### config.mk
export PLATFORM = sky130hd
export DESIGN_NAME = instrDecoder
export DESIGN_NICKNAME = d
export VERILOG_FILES = /design/src/hdl/decPkg.sv /design/src/hdl/pipeSlot.sv /design/src/hdl/opcodeDecoder.sv /design/src/hdl/operandMapper.sv /design/src/hdl/immediateExtractor.sv /design/src/hdl/instrDecoder.sv
export SDC_FILE = /design/constraint.sdc
export NUM_CORES = 1
export LEC_CHECK = 0
export BUFFER_PORTS_ARGS = -buffer_cell sky130_fd_sc_hd__buf_2
export CORE_UTILIZATION = 33
export DETAILED_ROUTE_END_ITERATION = 7
export PLACE_DENSITY = 0.65
export SLEW_MARGIN = 20
export SYNTH_ARGS = -nofsm -noshare
export SYNTH_HDL_FRONTEND = slang
export SYNTH_SLANG_ARGS = --single-unit
### constraint.sdc
create_clock -name clock -period 3.6 [get_ports clock]
set_input_delay 0 -clock clock [delete_from_list [all_inputs] [get_ports clock]]
set_output_delay 0 -clock clock [all_outputs]
set_load 0.05 [all_outputs]
### src/hdl/decPkg.sv
package decPkg;

	localparam int regWidth = 6;
	localparam int immWidth = 33;
	localparam int instrWidth = 32;
	localparam int cmdWidth = 8;

	// register selector codes, the 6'h2x/6'h3x range holds the specials
	localparam logic [5:0] grDLR = 6'h20;
	localparam logic [5:0] grPC = 6'h22;
	localparam logic [5:0] grGBR = 6'h23;
	localparam logic [5:0] grIMM = 6'h3E;
	localparam logic [5:0] grZZR = 6'h3F;

	localparam logic [5:0] ucmdINVOP = 6'h00;
	localparam logic [5:0] ucmdALU3 = 6'h01;
	localparam logic [5:0] ucmdMUL3 = 6'h02;
	localparam logic [5:0] ucmdALUCMP = 6'h03;
	localparam logic [5:0] ucmdMOV_RM = 6'h04;
	localparam logic [5:0] ucmdMOV_MR = 6'h05;
	localparam logic [5:0] ucmdLEA_MR = 6'h06;
	localparam logic [5:0] ucmdMOV_IR = 6'h07;
	localparam logic [5:0] ucmdSHAD3 = 6'h08;
	localparam logic [5:0] ucmdSHADQ3 = 6'h09;
	localparam logic [5:0] ucmdSHLD3 = 6'h0A;
	localparam logic [5:0] ucmdSHLDQ3 = 6'h0B;
	localparam logic [5:0] ucmdBRA = 6'h0C;
	localparam logic [5:0] ucmdBSR = 6'h0D;

	// sub-commands, meaning depends on the command family
	localparam logic [5:0] ucixALU_ADD = 6'h00;
	localparam logic [5:0] ucixALU_SUB = 6'h01;
	localparam logic [5:0] ucixALU_ADC = 6'h02;
	localparam logic [5:0] ucixALU_SBB = 6'h03;
	localparam logic [5:0] ucixALU_TST = 6'h04;
	localparam logic [5:0] ucixALU_TSTQ = 6'h05;
	localparam logic [5:0] ucixALU_AND = 6'h06;
	localparam logic [5:0] ucixALU_OR = 6'h07;
	localparam logic [5:0] ucixALU_XOR = 6'h08;
	localparam logic [5:0] ucixALU_CMPEQ = 6'h0C;
	localparam logic [5:0] ucixALU_CMPQEQ = 6'h0D;
	localparam logic [5:0] ucixALU_CMPHI = 6'h0E;
	localparam logic [5:0] ucixALU_CMPQHI = 6'h0F;
	localparam logic [5:0] ucixALU_CMPGT = 6'h10;
	localparam logic [5:0] ucixALU_CMPQGT = 6'h11;
	localparam logic [5:0] ucixMUL3_MUL3S = 6'h00;
	localparam logic [5:0] ucixMUL3_MULS = 6'h01;
	localparam logic [5:0] ucixMUL3_MULU = 6'h02;
	localparam logic [5:0] ucixLDI_LDIX = 6'h00;
	localparam logic [5:0] ucixLDI_LDISH16 = 6'h01;

	typedef enum logic [4:0] {
		fmidZ = 5'h00,
		fmidINV = 5'h01,
		fmidREGREG = 5'h02,
		fmidREGIMMREG = 5'h03,
		fmidIMM8REG = 5'h04,
		fmidIMM12Z = 5'h05,
		fmidIMM12N = 5'h06,
		fmidPCDISP8 = 5'h07,
		fmidLDREGDISPREG = 5'h08,
		fmidREGSTREGDISP = 5'h09
	} fmidT;

	localparam logic [3:0] itySB = 4'h0;
	localparam logic [3:0] itySW = 4'h1;
	localparam logic [3:0] ityUW = 4'h5;
	localparam logic [3:0] ityNB = 4'h8;
	localparam logic [3:0] ityNW = 4'h9;

	// bit 2 marks the unsigned loads
	localparam logic [2:0] btySB = 3'd0;
	localparam logic [2:0] btySW = 3'd1;
	localparam logic [2:0] btySL = 3'd2;
	localparam logic [2:0] btySQ = 3'd3;
	localparam logic [2:0] btyUB = 3'd4;
	localparam logic [2:0] btyUW = 3'd5;
	localparam logic [2:0] btyUL = 3'd6;

	localparam logic [1:0] ixcAL = 2'd0;
	localparam logic [1:0] ixcCT = 2'd1;
	localparam logic [1:0] ixcCF = 2'd2;

	typedef union packed {
		struct packed {
			logic [3:0] major;
			logic exQ;
			logic exN;
			logic exM;
			logic exI;
			logic [3:0] ro;
			logic [3:0] minor;
			logic [3:0] prefix;
			logic [3:0] group;
			logic [3:0] rn;
			logic [3:0] rm;
		} regView;
		struct packed {
			logic [15:0] hiHalf;
			logic [7:0] midByte;
			logic [7:0] loByte;
		} immView;
	} instrWordT;

endpackage

### src/hdl/pipeSlot.sv
module pipeSlot #(
	parameter int dataWidth = 32
) (
	input logic clock,
	input logic rstN,
	input logic upValid,
	output logic upReady,
	input logic [dataWidth-1:0] upData,
	output logic downValid,
	input logic downReady,
	output logic [dataWidth-1:0] downData
);

	// slot can take a new item when empty or draining this cycle
	assign upReady = !downValid || downReady;

	always_ff @(posedge clock or negedge rstN) begin
		if (!rstN)
			downValid <= 1'b0;
		else if (upReady)
			downValid <= upValid;
	end

	always_ff @(posedge clock) begin
		if (upValid && upReady)
			downData <= upData;
	end

endmodule

### src/hdl/opcodeDecoder.sv
module opcodeDecoder (
	input decPkg::instrWordT word,
	output logic [5:0] nmid,
	output decPkg::fmidT fmid,
	output logic [3:0] ity,
	output logic [2:0] bty,
	output logic [1:0] ccty,
	output logic [5:0] ucmdIx
);

	always_comb begin
		nmid = decPkg::ucmdINVOP;
		fmid = decPkg::fmidINV;
		ity = decPkg::itySB;
		bty = decPkg::btySB;
		ccty = decPkg::ixcAL;
		ucmdIx = '0;

		case (word.regView.group)
			4'h0: begin
				case (word.regView.major)
					4'h1: begin
						fmid = decPkg::fmidREGREG;
						nmid = decPkg::ucmdALU3;
						case (word.regView.minor)
							4'h0: ucmdIx = decPkg::ucixALU_ADD;
							4'h1: ucmdIx = decPkg::ucixALU_SUB;
							4'h2: begin
								nmid = decPkg::ucmdMUL3;
								ucmdIx = decPkg::ucixMUL3_MUL3S;
							end
							4'h5: ucmdIx = decPkg::ucixALU_AND;
							4'h6: ucmdIx = decPkg::ucixALU_OR;
							4'h7: ucmdIx = decPkg::ucixALU_XOR;
							4'h9: begin
								// two-operand forms, op selected by the Ro field
								ity = decPkg::ityNB;
								case (word.regView.ro)
									4'h0: ucmdIx = decPkg::ucixALU_ADD;
									4'h1: ucmdIx = decPkg::ucixALU_SUB;
									4'h2: ucmdIx = decPkg::ucixALU_ADC;
									4'h3: ucmdIx = decPkg::ucixALU_SBB;
									4'h4: begin
										nmid = decPkg::ucmdALUCMP;
										ity = decPkg::itySB;
										ucmdIx = word.regView.exQ ? decPkg::ucixALU_TSTQ :
											decPkg::ucixALU_TST;
									end
									4'h5: ucmdIx = decPkg::ucixALU_AND;
									4'h6: ucmdIx = decPkg::ucixALU_OR;
									4'h7: ucmdIx = decPkg::ucixALU_XOR;
									4'hC: begin
										nmid = decPkg::ucmdALUCMP;
										ity = decPkg::itySB;
										ucmdIx = word.regView.exQ ? decPkg::ucixALU_CMPQEQ :
											decPkg::ucixALU_CMPEQ;
									end
									4'hD: begin
										nmid = decPkg::ucmdALUCMP;
										ity = decPkg::itySB;
										ucmdIx = word.regView.exQ ? decPkg::ucixALU_CMPQHI :
											decPkg::ucixALU_CMPHI;
									end
									4'hE: begin
										nmid = decPkg::ucmdALUCMP;
										ity = decPkg::itySB;
										ucmdIx = word.regView.exQ ? decPkg::ucixALU_CMPQGT :
											decPkg::ucixALU_CMPGT;
									end
									default: begin
										nmid = decPkg::ucmdINVOP;
										fmid = decPkg::fmidINV;
										ity = decPkg::itySB;
									end
								endcase
							end
							default: begin
								nmid = decPkg::ucmdINVOP;
								fmid = decPkg::fmidINV;
							end
						endcase
					end
					4'hC, 4'hD, 4'hE, 4'hF: begin
						// pc-relative branch, disp20
						nmid = (word.regView.major == 4'hD) ? decPkg::ucmdBSR : decPkg::ucmdBRA;
						fmid = decPkg::fmidPCDISP8;
						bty = decPkg::btySW;
						ity = decPkg::itySW;
						if (word.regView.major == 4'hE)
							ccty = decPkg::ixcCT;
						else if (word.regView.major == 4'hF)
							ccty = decPkg::ixcCF;
					end
					default: ;
				endcase
			end
			4'h1: begin
				ity = decPkg::itySW;
				case (word.regView.major)
					4'h0, 4'h1, 4'h2, 4'h3: begin
						// store, or LEA when Q is set
						nmid = word.regView.exQ ? decPkg::ucmdLEA_MR : decPkg::ucmdMOV_RM;
						fmid = word.regView.exQ ? decPkg::fmidLDREGDISPREG :
							decPkg::fmidREGSTREGDISP;
						bty = {1'b0, word.regView.major[1:0]};
					end
					4'h8, 4'h9, 4'hA: begin
						nmid = decPkg::ucmdMOV_MR;
						fmid = decPkg::fmidLDREGDISPREG;
						bty = {word.regView.exQ, word.regView.major[1:0]};
					end
					4'hB: begin
						nmid = decPkg::ucmdMOV_MR;
						fmid = decPkg::fmidLDREGDISPREG;
						bty = word.regView.exQ ? decPkg::btyUL : decPkg::btySQ;
					end
					default: ;
				endcase
			end
			4'h2: begin
				fmid = decPkg::fmidREGIMMREG;
				ity = decPkg::ityUW;
				nmid = decPkg::ucmdALU3;
				case (word.regView.major)
					4'h0: ucmdIx = decPkg::ucixALU_ADD;
					4'h1: begin
						ity = decPkg::ityNW;
						ucmdIx = decPkg::ucixALU_ADD;
					end
					4'h2: begin
						nmid = decPkg::ucmdMUL3;
						ucmdIx = decPkg::ucixMUL3_MUL3S;
					end
					4'h5: ucmdIx = decPkg::ucixALU_AND;
					4'h6: ucmdIx = decPkg::ucixALU_OR;
					4'h7: ucmdIx = decPkg::ucixALU_XOR;
					4'h8: nmid = word.regView.exQ ? decPkg::ucmdSHADQ3 : decPkg::ucmdSHAD3;
					4'h9: nmid = word.regView.exQ ? decPkg::ucmdSHLDQ3 : decPkg::ucmdSHLD3;
					default: begin
						nmid = decPkg::ucmdINVOP;
						fmid = decPkg::fmidINV;
						ity = decPkg::itySB;
					end
				endcase
			end
			4'h8: begin
				// sub-op sits in word bits 7..5
				fmid = decPkg::fmidIMM8REG;
				nmid = decPkg::ucmdMOV_IR;
				ity = decPkg::ityUW;
				ucmdIx = decPkg::ucixLDI_LDIX;
				case (word.regView.rn[3:1])
					3'd0: ;
					3'd1: ity = decPkg::ityNW;
					3'd2: begin
						nmid = decPkg::ucmdALU3;
						ity = decPkg::itySW;
						ucmdIx = decPkg::ucixALU_ADD;
					end
					3'd3: ucmdIx = decPkg::ucixLDI_LDISH16;
					default: begin
						nmid = decPkg::ucmdINVOP;
						fmid = decPkg::fmidINV;
						ity = decPkg::itySB;
						ucmdIx = '0;
					end
				endcase
			end
			4'hA, 4'hB: begin
				nmid = decPkg::ucmdMOV_IR;
				fmid = word.regView.group[0] ? decPkg::fmidIMM12N : decPkg::fmidIMM12Z;
				ucmdIx = decPkg::ucixLDI_LDIX;
			end
			default: ;
		endcase

		// not an F-block word at all
		if (word.regView.prefix != 4'hF) begin
			nmid = decPkg::ucmdINVOP;
			fmid = decPkg::fmidZ;
			ity = decPkg::itySB;
			bty = decPkg::btySB;
			ccty = decPkg::ixcAL;
			ucmdIx = '0;
		end
	end

endmodule

### src/hdl/operandMapper.sv
module operandMapper (
	input decPkg::instrWordT word,
	input decPkg::fmidT fmid,
	input logic [3:0] ity,
	input logic [2:0] bty,
	input logic [1:0] ccty,
	input logic [5:0] ucmdIx,
	input logic [5:0] nmid,
	output logic [5:0] regN,
	output logic [5:0] regM,
	output logic [5:0] regO,
	output logic [7:0] uCmd,
	output logic [7:0] uIxt
);

	logic [5:0] rnDfl;
	logic [5:0] rmDfl;
	logic [5:0] roDfl;
	logic [5:0] immRegDfl;
	logic rnIsBase;
	logic rmIsBase;

	// R0, R1 and R15 live in the special register space
	function automatic logic isSpecial(input logic [3:0] nibble);
		return (nibble[3:1] == 3'b000) || (nibble == 4'hF);
	endfunction

	assign rnDfl = {isSpecial(word.regView.rn), word.regView.exN, word.regView.rn};
	assign rmDfl = {isSpecial(word.regView.rm), word.regView.exM, word.regView.rm};
	assign roDfl = {isSpecial(word.regView.ro), word.regView.exI, word.regView.ro};
	assign immRegDfl = {isSpecial(word.regView.rm), word.regView.rn[0], word.regView.rm};
	assign rnIsBase = (rnDfl[4:1] == 4'b0000);
	assign rmIsBase = (rmDfl[4:1] == 4'b0000);

	always_comb begin
		regN = decPkg::grZZR;
		regM = decPkg::grZZR;
		regO = decPkg::grZZR;
		uCmd = {ccty, nmid};
		uIxt = '0;

		case (fmid)
			decPkg::fmidREGREG: begin
				regN = rnDfl;
				regM = (ity == decPkg::ityNB) ? rnDfl : rmDfl;
				regO = (ity == decPkg::ityNB) ? rmDfl : roDfl;
				uIxt = {ccty, ucmdIx};
			end
			decPkg::fmidREGIMMREG: begin
				regN = rnDfl;
				regM = rmDfl;
				regO = decPkg::grIMM;
				uIxt = {ccty, ucmdIx};
			end
			decPkg::fmidIMM8REG: begin
				regN = immRegDfl;
				regM = decPkg::grIMM;
				regO = immRegDfl;
				uIxt = {ccty, ucmdIx};
			end
			decPkg::fmidIMM12Z, decPkg::fmidIMM12N: begin
				regN = decPkg::grDLR;
				regM = decPkg::grIMM;
				uIxt = {ccty, ucmdIx};
			end
			decPkg::fmidPCDISP8: begin
				regN = decPkg::grDLR;
				regM = decPkg::grPC;
				regO = decPkg::grIMM;
				uIxt = {ccty, bty[1:0], 1'b1, bty};
			end
			decPkg::fmidLDREGDISPREG: begin
				regN = rnDfl;
				regM = rmDfl;
				regO = decPkg::grIMM;
				uIxt = {ccty, bty[1:0], 1'b1, bty};
				if (rmIsBase) begin
					regM = rmDfl[0] ? decPkg::grGBR : decPkg::grPC;
					uIxt = {ccty, bty[1:0], 1'b1, bty[2], 2'b00};
				end
			end
			decPkg::fmidREGSTREGDISP: begin
				// source in Rm, base in Rn
				regN = rmDfl;
				regM = rnDfl;
				regO = decPkg::grIMM;
				uIxt = {ccty, bty[1:0], 1'b0, bty};
				if (rnIsBase) begin
					regM = rnDfl[0] ? decPkg::grGBR : decPkg::grPC;
					uIxt = {ccty, bty[1:0], 1'b0, bty[2], 2'b00};
				end
			end
			decPkg::fmidINV: uCmd = {ccty, decPkg::ucmdINVOP};
			default: ;
		endcase
	end

endmodule

### src/hdl/immediateExtractor.sv
module immediateExtractor (
	input decPkg::instrWordT word,
	input decPkg::fmidT fmid,
	input logic [3:0] ity,
	output logic [32:0] imm
);

	logic [15:0] hiHalf;
	logic [7:0] loByte;

	assign hiHalf = word.immView.hiHalf;
	assign loByte = word.immView.loByte;

	always_comb begin
		imm = '0;

		case (fmid)
			decPkg::fmidREGREG: imm = {28'b0, loByte[4:0]};
			decPkg::fmidREGIMMREG, decPkg::fmidLDREGDISPREG, decPkg::fmidREGSTREGDISP: begin
				// 9-bit field, ones above for the negative forms
				if (ity == decPkg::ityNW)
					imm = {{24{1'b1}}, hiHalf[8:0]};
				else
					imm = {24'b0, hiHalf[8:0]};
			end
			decPkg::fmidIMM8REG: begin
				case (ity)
					decPkg::itySW: imm = {{17{hiHalf[15]}}, hiHalf};
					decPkg::ityNW: imm = {{17{1'b1}}, hiHalf};
					default: imm = {17'b0, hiHalf};
				endcase
			end
			decPkg::fmidIMM12Z: imm = {9'b0, loByte, hiHalf};
			decPkg::fmidIMM12N: imm = {{9{1'b1}}, loByte, hiHalf};
			decPkg::fmidPCDISP8: begin
				// disp20 split over the low byte and bits 27..16
				imm = {{13{loByte[7]}}, loByte, hiHalf[11:0]};
			end
			default: ;
		endcase
	end

endmodule

### src/hdl/instrDecoder.sv
module instrDecoder (
	input logic clock,
	input logic rstN,
	input logic inValid,
	output logic inReady,
	input logic [decPkg::instrWidth-1:0] instrWord,
	output logic outValid,
	input logic outReady,
	output logic [decPkg::regWidth-1:0] regN,
	output logic [decPkg::regWidth-1:0] regM,
	output logic [decPkg::regWidth-1:0] regO,
	output logic [decPkg::immWidth-1:0] imm,
	output logic [decPkg::cmdWidth-1:0] uCmd,
	output logic [decPkg::cmdWidth-1:0] uIxt
);

	localparam int outWidth = 3 * decPkg::regWidth + decPkg::immWidth + 2 * decPkg::cmdWidth;

	logic midValid;
	logic midReady;
	decPkg::instrWordT midWord;

	logic [5:0] decNmid;
	decPkg::fmidT decFmid;
	logic [3:0] decIty;
	logic [2:0] decBty;
	logic [1:0] decCcty;
	logic [5:0] decUcmdIx;

	logic [decPkg::regWidth-1:0] mapRegN;
	logic [decPkg::regWidth-1:0] mapRegM;
	logic [decPkg::regWidth-1:0] mapRegO;
	logic [decPkg::cmdWidth-1:0] mapUCmd;
	logic [decPkg::cmdWidth-1:0] mapUIxt;
	logic [decPkg::immWidth-1:0] extImm;
	logic [outWidth-1:0] outData;

	pipeSlot #(.dataWidth(decPkg::instrWidth)) inSlot_i (
		.clock(clock), .rstN(rstN),
		.upValid(inValid), .upReady(inReady), .upData(instrWord),
		.downValid(midValid), .downReady(midReady), .downData(midWord)
	);

	opcodeDecoder opcodeDecoder_i (
		.word(midWord), .nmid(decNmid), .fmid(decFmid), .ity(decIty),
		.bty(decBty), .ccty(decCcty), .ucmdIx(decUcmdIx)
	);

	operandMapper operandMapper_i (
		.word(midWord), .fmid(decFmid), .ity(decIty), .bty(decBty),
		.ccty(decCcty), .ucmdIx(decUcmdIx), .nmid(decNmid),
		.regN(mapRegN), .regM(mapRegM), .regO(mapRegO),
		.uCmd(mapUCmd), .uIxt(mapUIxt)
	);

	immediateExtractor immediateExtractor_i (
		.word(midWord), .fmid(decFmid), .ity(decIty), .imm(extImm)
	);

	// decoded fields packed into one output register
	pipeSlot #(.dataWidth(outWidth)) outSlot_i (
		.clock(clock), .rstN(rstN),
		.upValid(midValid), .upReady(midReady),
		.upData({mapRegN, mapRegM, mapRegO, extImm, mapUCmd, mapUIxt}),
		.downValid(outValid), .downReady(outReady), .downData(outData)
	);

	assign {regN, regM, regO, imm, uCmd, uIxt} = outData;

endmodule

==> results.sh <==
export IMPL_r2r_slack_ns=0.47
export IMPL_grt_usage_pct=18.81
export IMPL_p_leak_nw=2.334
export IMPL_drc=0
export IMPL_synthesis_area_sq_um=4726
export IMPL_cts_setup_buffers=0
export IMPL_start_util_pct=33.91
export IMPL_synth_cells=421
export IMPL_mostFrequentLayoutCell="buf_2"
export IMPL_drv_slew=0
export IMPL_dp_hpwl_mm=9.953
export IMPL_required_ns=3.70
export IMPL_final_area_sq_um=6181
export IMPL_skew_ns=0.006625
export IMPL_hold_violations=0
export IMPL_slew_headroom_pct=56.97
export IMPL_synth_ff_type="edfxtp_1"
export IMPL_crit_chain="or4_4 > or2_4 > or3_1 > and2_1 > a21oi_4 > nand2b_4 > a221o_1"
export IMPL_top_level_ports=105
export IMPL_yosys_warnings=0
export IMPL_die_h_um=121.7
export IMPL_cp_top_family="simple AND/OR/NAND/NOR gates"
export IMPL_syn_avg_cell_area_sq_um=11.23
export IMPL_synth_edf_count=89
export IMPL_n_fill_cell=1318
export IMPL_antenna_found_initial=0
export IMPL_core_area_sq_um=13930
export IMPL_cts_reportedPaths_clkPinSlew_ns=0.07
export IMPL_cts_root_buf="clkbuf_16"
export IMPL_insertion_delay_ns=0.35
export IMPL_internal_power_mw=1.888
export IMPL_worst_hold_slack_ns=0.3465
export IMPL_drv_cap=0
export IMPL_p_per_area_nw_per_um2=424.4
export IMPL_synth_top_area_share_pct=56.55
export IMPL_syn2layout_area_growth_pct=30.79
export IMPL_hold_path_class="in2reg"
export IMPL_max_freq_ghz=0.3198
export IMPL_ys_top_cells_by_area="edfxtp_1 57%, nand2_1 3.6%, a221o_1 2.5%, nor2_1 2.4%, o21ai_0 2.1%"
export IMPL_vias=4082
export IMPL_fin_util_pct=44.36
export IMPL_arrival_ns=3.23
export IMPL_routedWlPerCell_um=17.97
export IMPL_htreeDepth=3
export IMPL_cp_num_buf_inv=0
export IMPL_status="finished clean"
export IMPL_cpMaxStageDelayCell="edfxtp_1"
export IMPL_cts_buffer_depth=2
export IMPL_path_class="reg2reg"
export IMPL_rsz0062_at_grt="false"
export IMPL_clock_sinks=91
export IMPL_vdd_drop_max_v=0.0002532
export IMPL_yosysUniqueCellTypes=70
export IMPL_routed_via_density=5.450
export IMPL_postRouteAntennaNets=0
export IMPL_fin_cells=749
export IMPL_numCtsBuffers=9
export IMPL_swShare_pct=28.02
export IMPL_synth_seq_cells=91
export IMPL_finalPower_mw=2.623
export IMPL_p_seq_share_pct=48.6
export IMPL_firstDrtPassIters=7
export IMPL_drt_initial_drc_count=348
export IMPL_grt_pass1_vias=3802
export IMPL_grt_max_degree=33
export IMPL_num_rows=43
export IMPL_period_minus_slack_ns=3.127
export IMPL_place_congestion=0.9588
export IMPL_max_stage_delay_ns=0.58
export IMPL_die_area_sq_um=14800
export IMPL_die_w_um=121.7
export IMPL_yosysSeqAreaShare_pct=57.61
export IMPL_cp_max_fo=15
export IMPL_fin_ws_ns=0.4728
export IMPL_cts_tree="built"
export IMPL_post_synth_top_area_cell="edfxtp_1"
export IMPL_dp_cells=696
export IMPL_portBuffers=102
export IMPL_antennaDiodeCount=0
export IMPL_post_dp_cell_area_sq_um=5503
export IMPL_crit_path_start_kind="flop"
export IMPL_fin_crit_sh_pct=86.87
export IMPL_drive_above_1_share_pct=28.65
export IMPL_p_clk_share_pct=36.8
export IMPL_grt_overflow=0
export IMPL_combPwrFrac_pct=14.5
export IMPL_dp_slack_ns=0.5150
export IMPL_final_setup_tns_ns=0
export IMPL_switchingPower_uw=734.9
export IMPL_layout_common_cells="102 x buf_2, 89 x edfxtp_1, 45 x nand2_1"
export IMPL_cts_resized=0
export IMPL_ys_async_sr_fraction_pct=2.198
export IMPL_grt_pass1_wl_mm=20.74
export IMPL_fin_nets=600
export IMPL_routed_wl_mm=13.46
export IMPL_tightest_slew_ns=0.6455
export IMPL_end_kind="flop"
export IMPL_setup_viol=0
==> flip-flops by register name, summed over array words and instances, names as in the netlist <==
| name | flops |
|---|---|
| inSlot_i.downData | 32 |
| outSlot_i.downData | 57 |
| inSlot_i.downValid | 1 |
| outSlot_i.downValid | 1 |
==> synth_stat cells (all sizes together) (2+ instances only) <==
master  number
edfxtp      89
nand2       45
nor2        30
o21ai       22
a21oi       20
clkbuf      20
buf         18
nand3       17
nor3        13
a221o       12
nand2b      10
and2         9
and3         7
nand4        7
a21o         6
a22o         6
a22oi        6
inv          6
o31ai        6
nor2b        5
nor4         4
o22ai        4
a211oi       3
a31oi        3
mux2i        3
o21bai       3
o31a         3
or3          3
or4b         3
a21boi       2
dfrtp        2
mux2         2
o21a         2
o221ai       2
o32ai        2
o41ai        2
or2          2
xor2         2
==> cells by family (layout without fill, tap and decap cells) <==
logic type               count (synthesis)  in the layout  share of synthesized area [%]
flip-flops                              91             91                          57.61
other                                    1              2                        0.07935
adder cells (fa/ha/maj)                  1              1                         0.2118
multiplexers                             5              5                          1.112
XOR/XNOR                                 2              2                         0.3707
buffers and inverters                   44            191                          4.739
AND/OR/NAND/NOR                        162            162                          17.79
AO/OA/AOI/OAI                          115            115                          18.08
==> cell type report <==
cell class	instances	area, sq um	area share (%)
clock buffers	9	225.2	3.644
clock inverters	7	82.58	1.336
inverters	6	22.52	0.3644
multi-input cells	287	1784	28.87
flip-flops and latches	91	2723	44.05
well taps	180	225.2	3.644
repair buffers	169	1119	18.10
==> metal layers <==
layer / part of all wire, % / routed length (um) / track usage [%]
met1: 44 / 5900 / 25.02
met2: 47 / 6305 / 29.97
met3: 7.0 / 941 / 3.324
met4: 2.3 / 310 / 8.256
met5: 0 / 0 / 0
==> worst register-to-register path: stages, from the launching register on <==
cell,delay (ns)
edfxtp_1,0.58
or4_4,0.51
or2_4,0.29
or3_1,0.35
and2_1,0.37
a21oi_4,0.42
nand2b_4,0.09
a221o_1,0.27
==> path summary, 6_finish.rpt <==
kind,start,to,cells past startpoint
max,inSlot_i.downData[10]$_DFFE_PP_,outSlot_i.downData[59]$_DFFE_PP_,7
min,instrWord[28],inSlot_i.downData[28]$_DFFE_PP_,2
max reg2reg,inSlot_i.downData[10]$_DFFE_PP_,outSlot_i.downData[59]$_DFFE_PP_,7
min reg2reg,inSlot_i.downValid$_DFFE_PN0N_,outSlot_i.downValid$_DFFE_PN0P_,1
max in group asynchronous,rstN,inSlot_i.downValid$_DFFE_PN0N_,3
min in group asynchronous,rstN,outSlot_i.downValid$_DFFE_PN0P_,3
==> power by group through the flow <==
stage | clock network [mW] | registers (mW) | logic, mW
6_report | 0.966 | 1.28 | 0.381
5_1_grt | 1.02 | 1.28 | 0.408
3_3_place_gp | 0 | 1.30 | 0.348
3_5_place_dp | 0 | 1.30 | 0.349
4_1_cts | 0.989 | 1.27 | 0.381
2_1_floorplan | 0 | 1.37 | 0.171
==> timing repair <==
item / CTS / global route
hold endpoints to repair: 36 / 0
setup endpoints to repair: 0 / 0
hold buffers: 37 / 0
No activity file was read; power rests on OpenSTA's default activity.
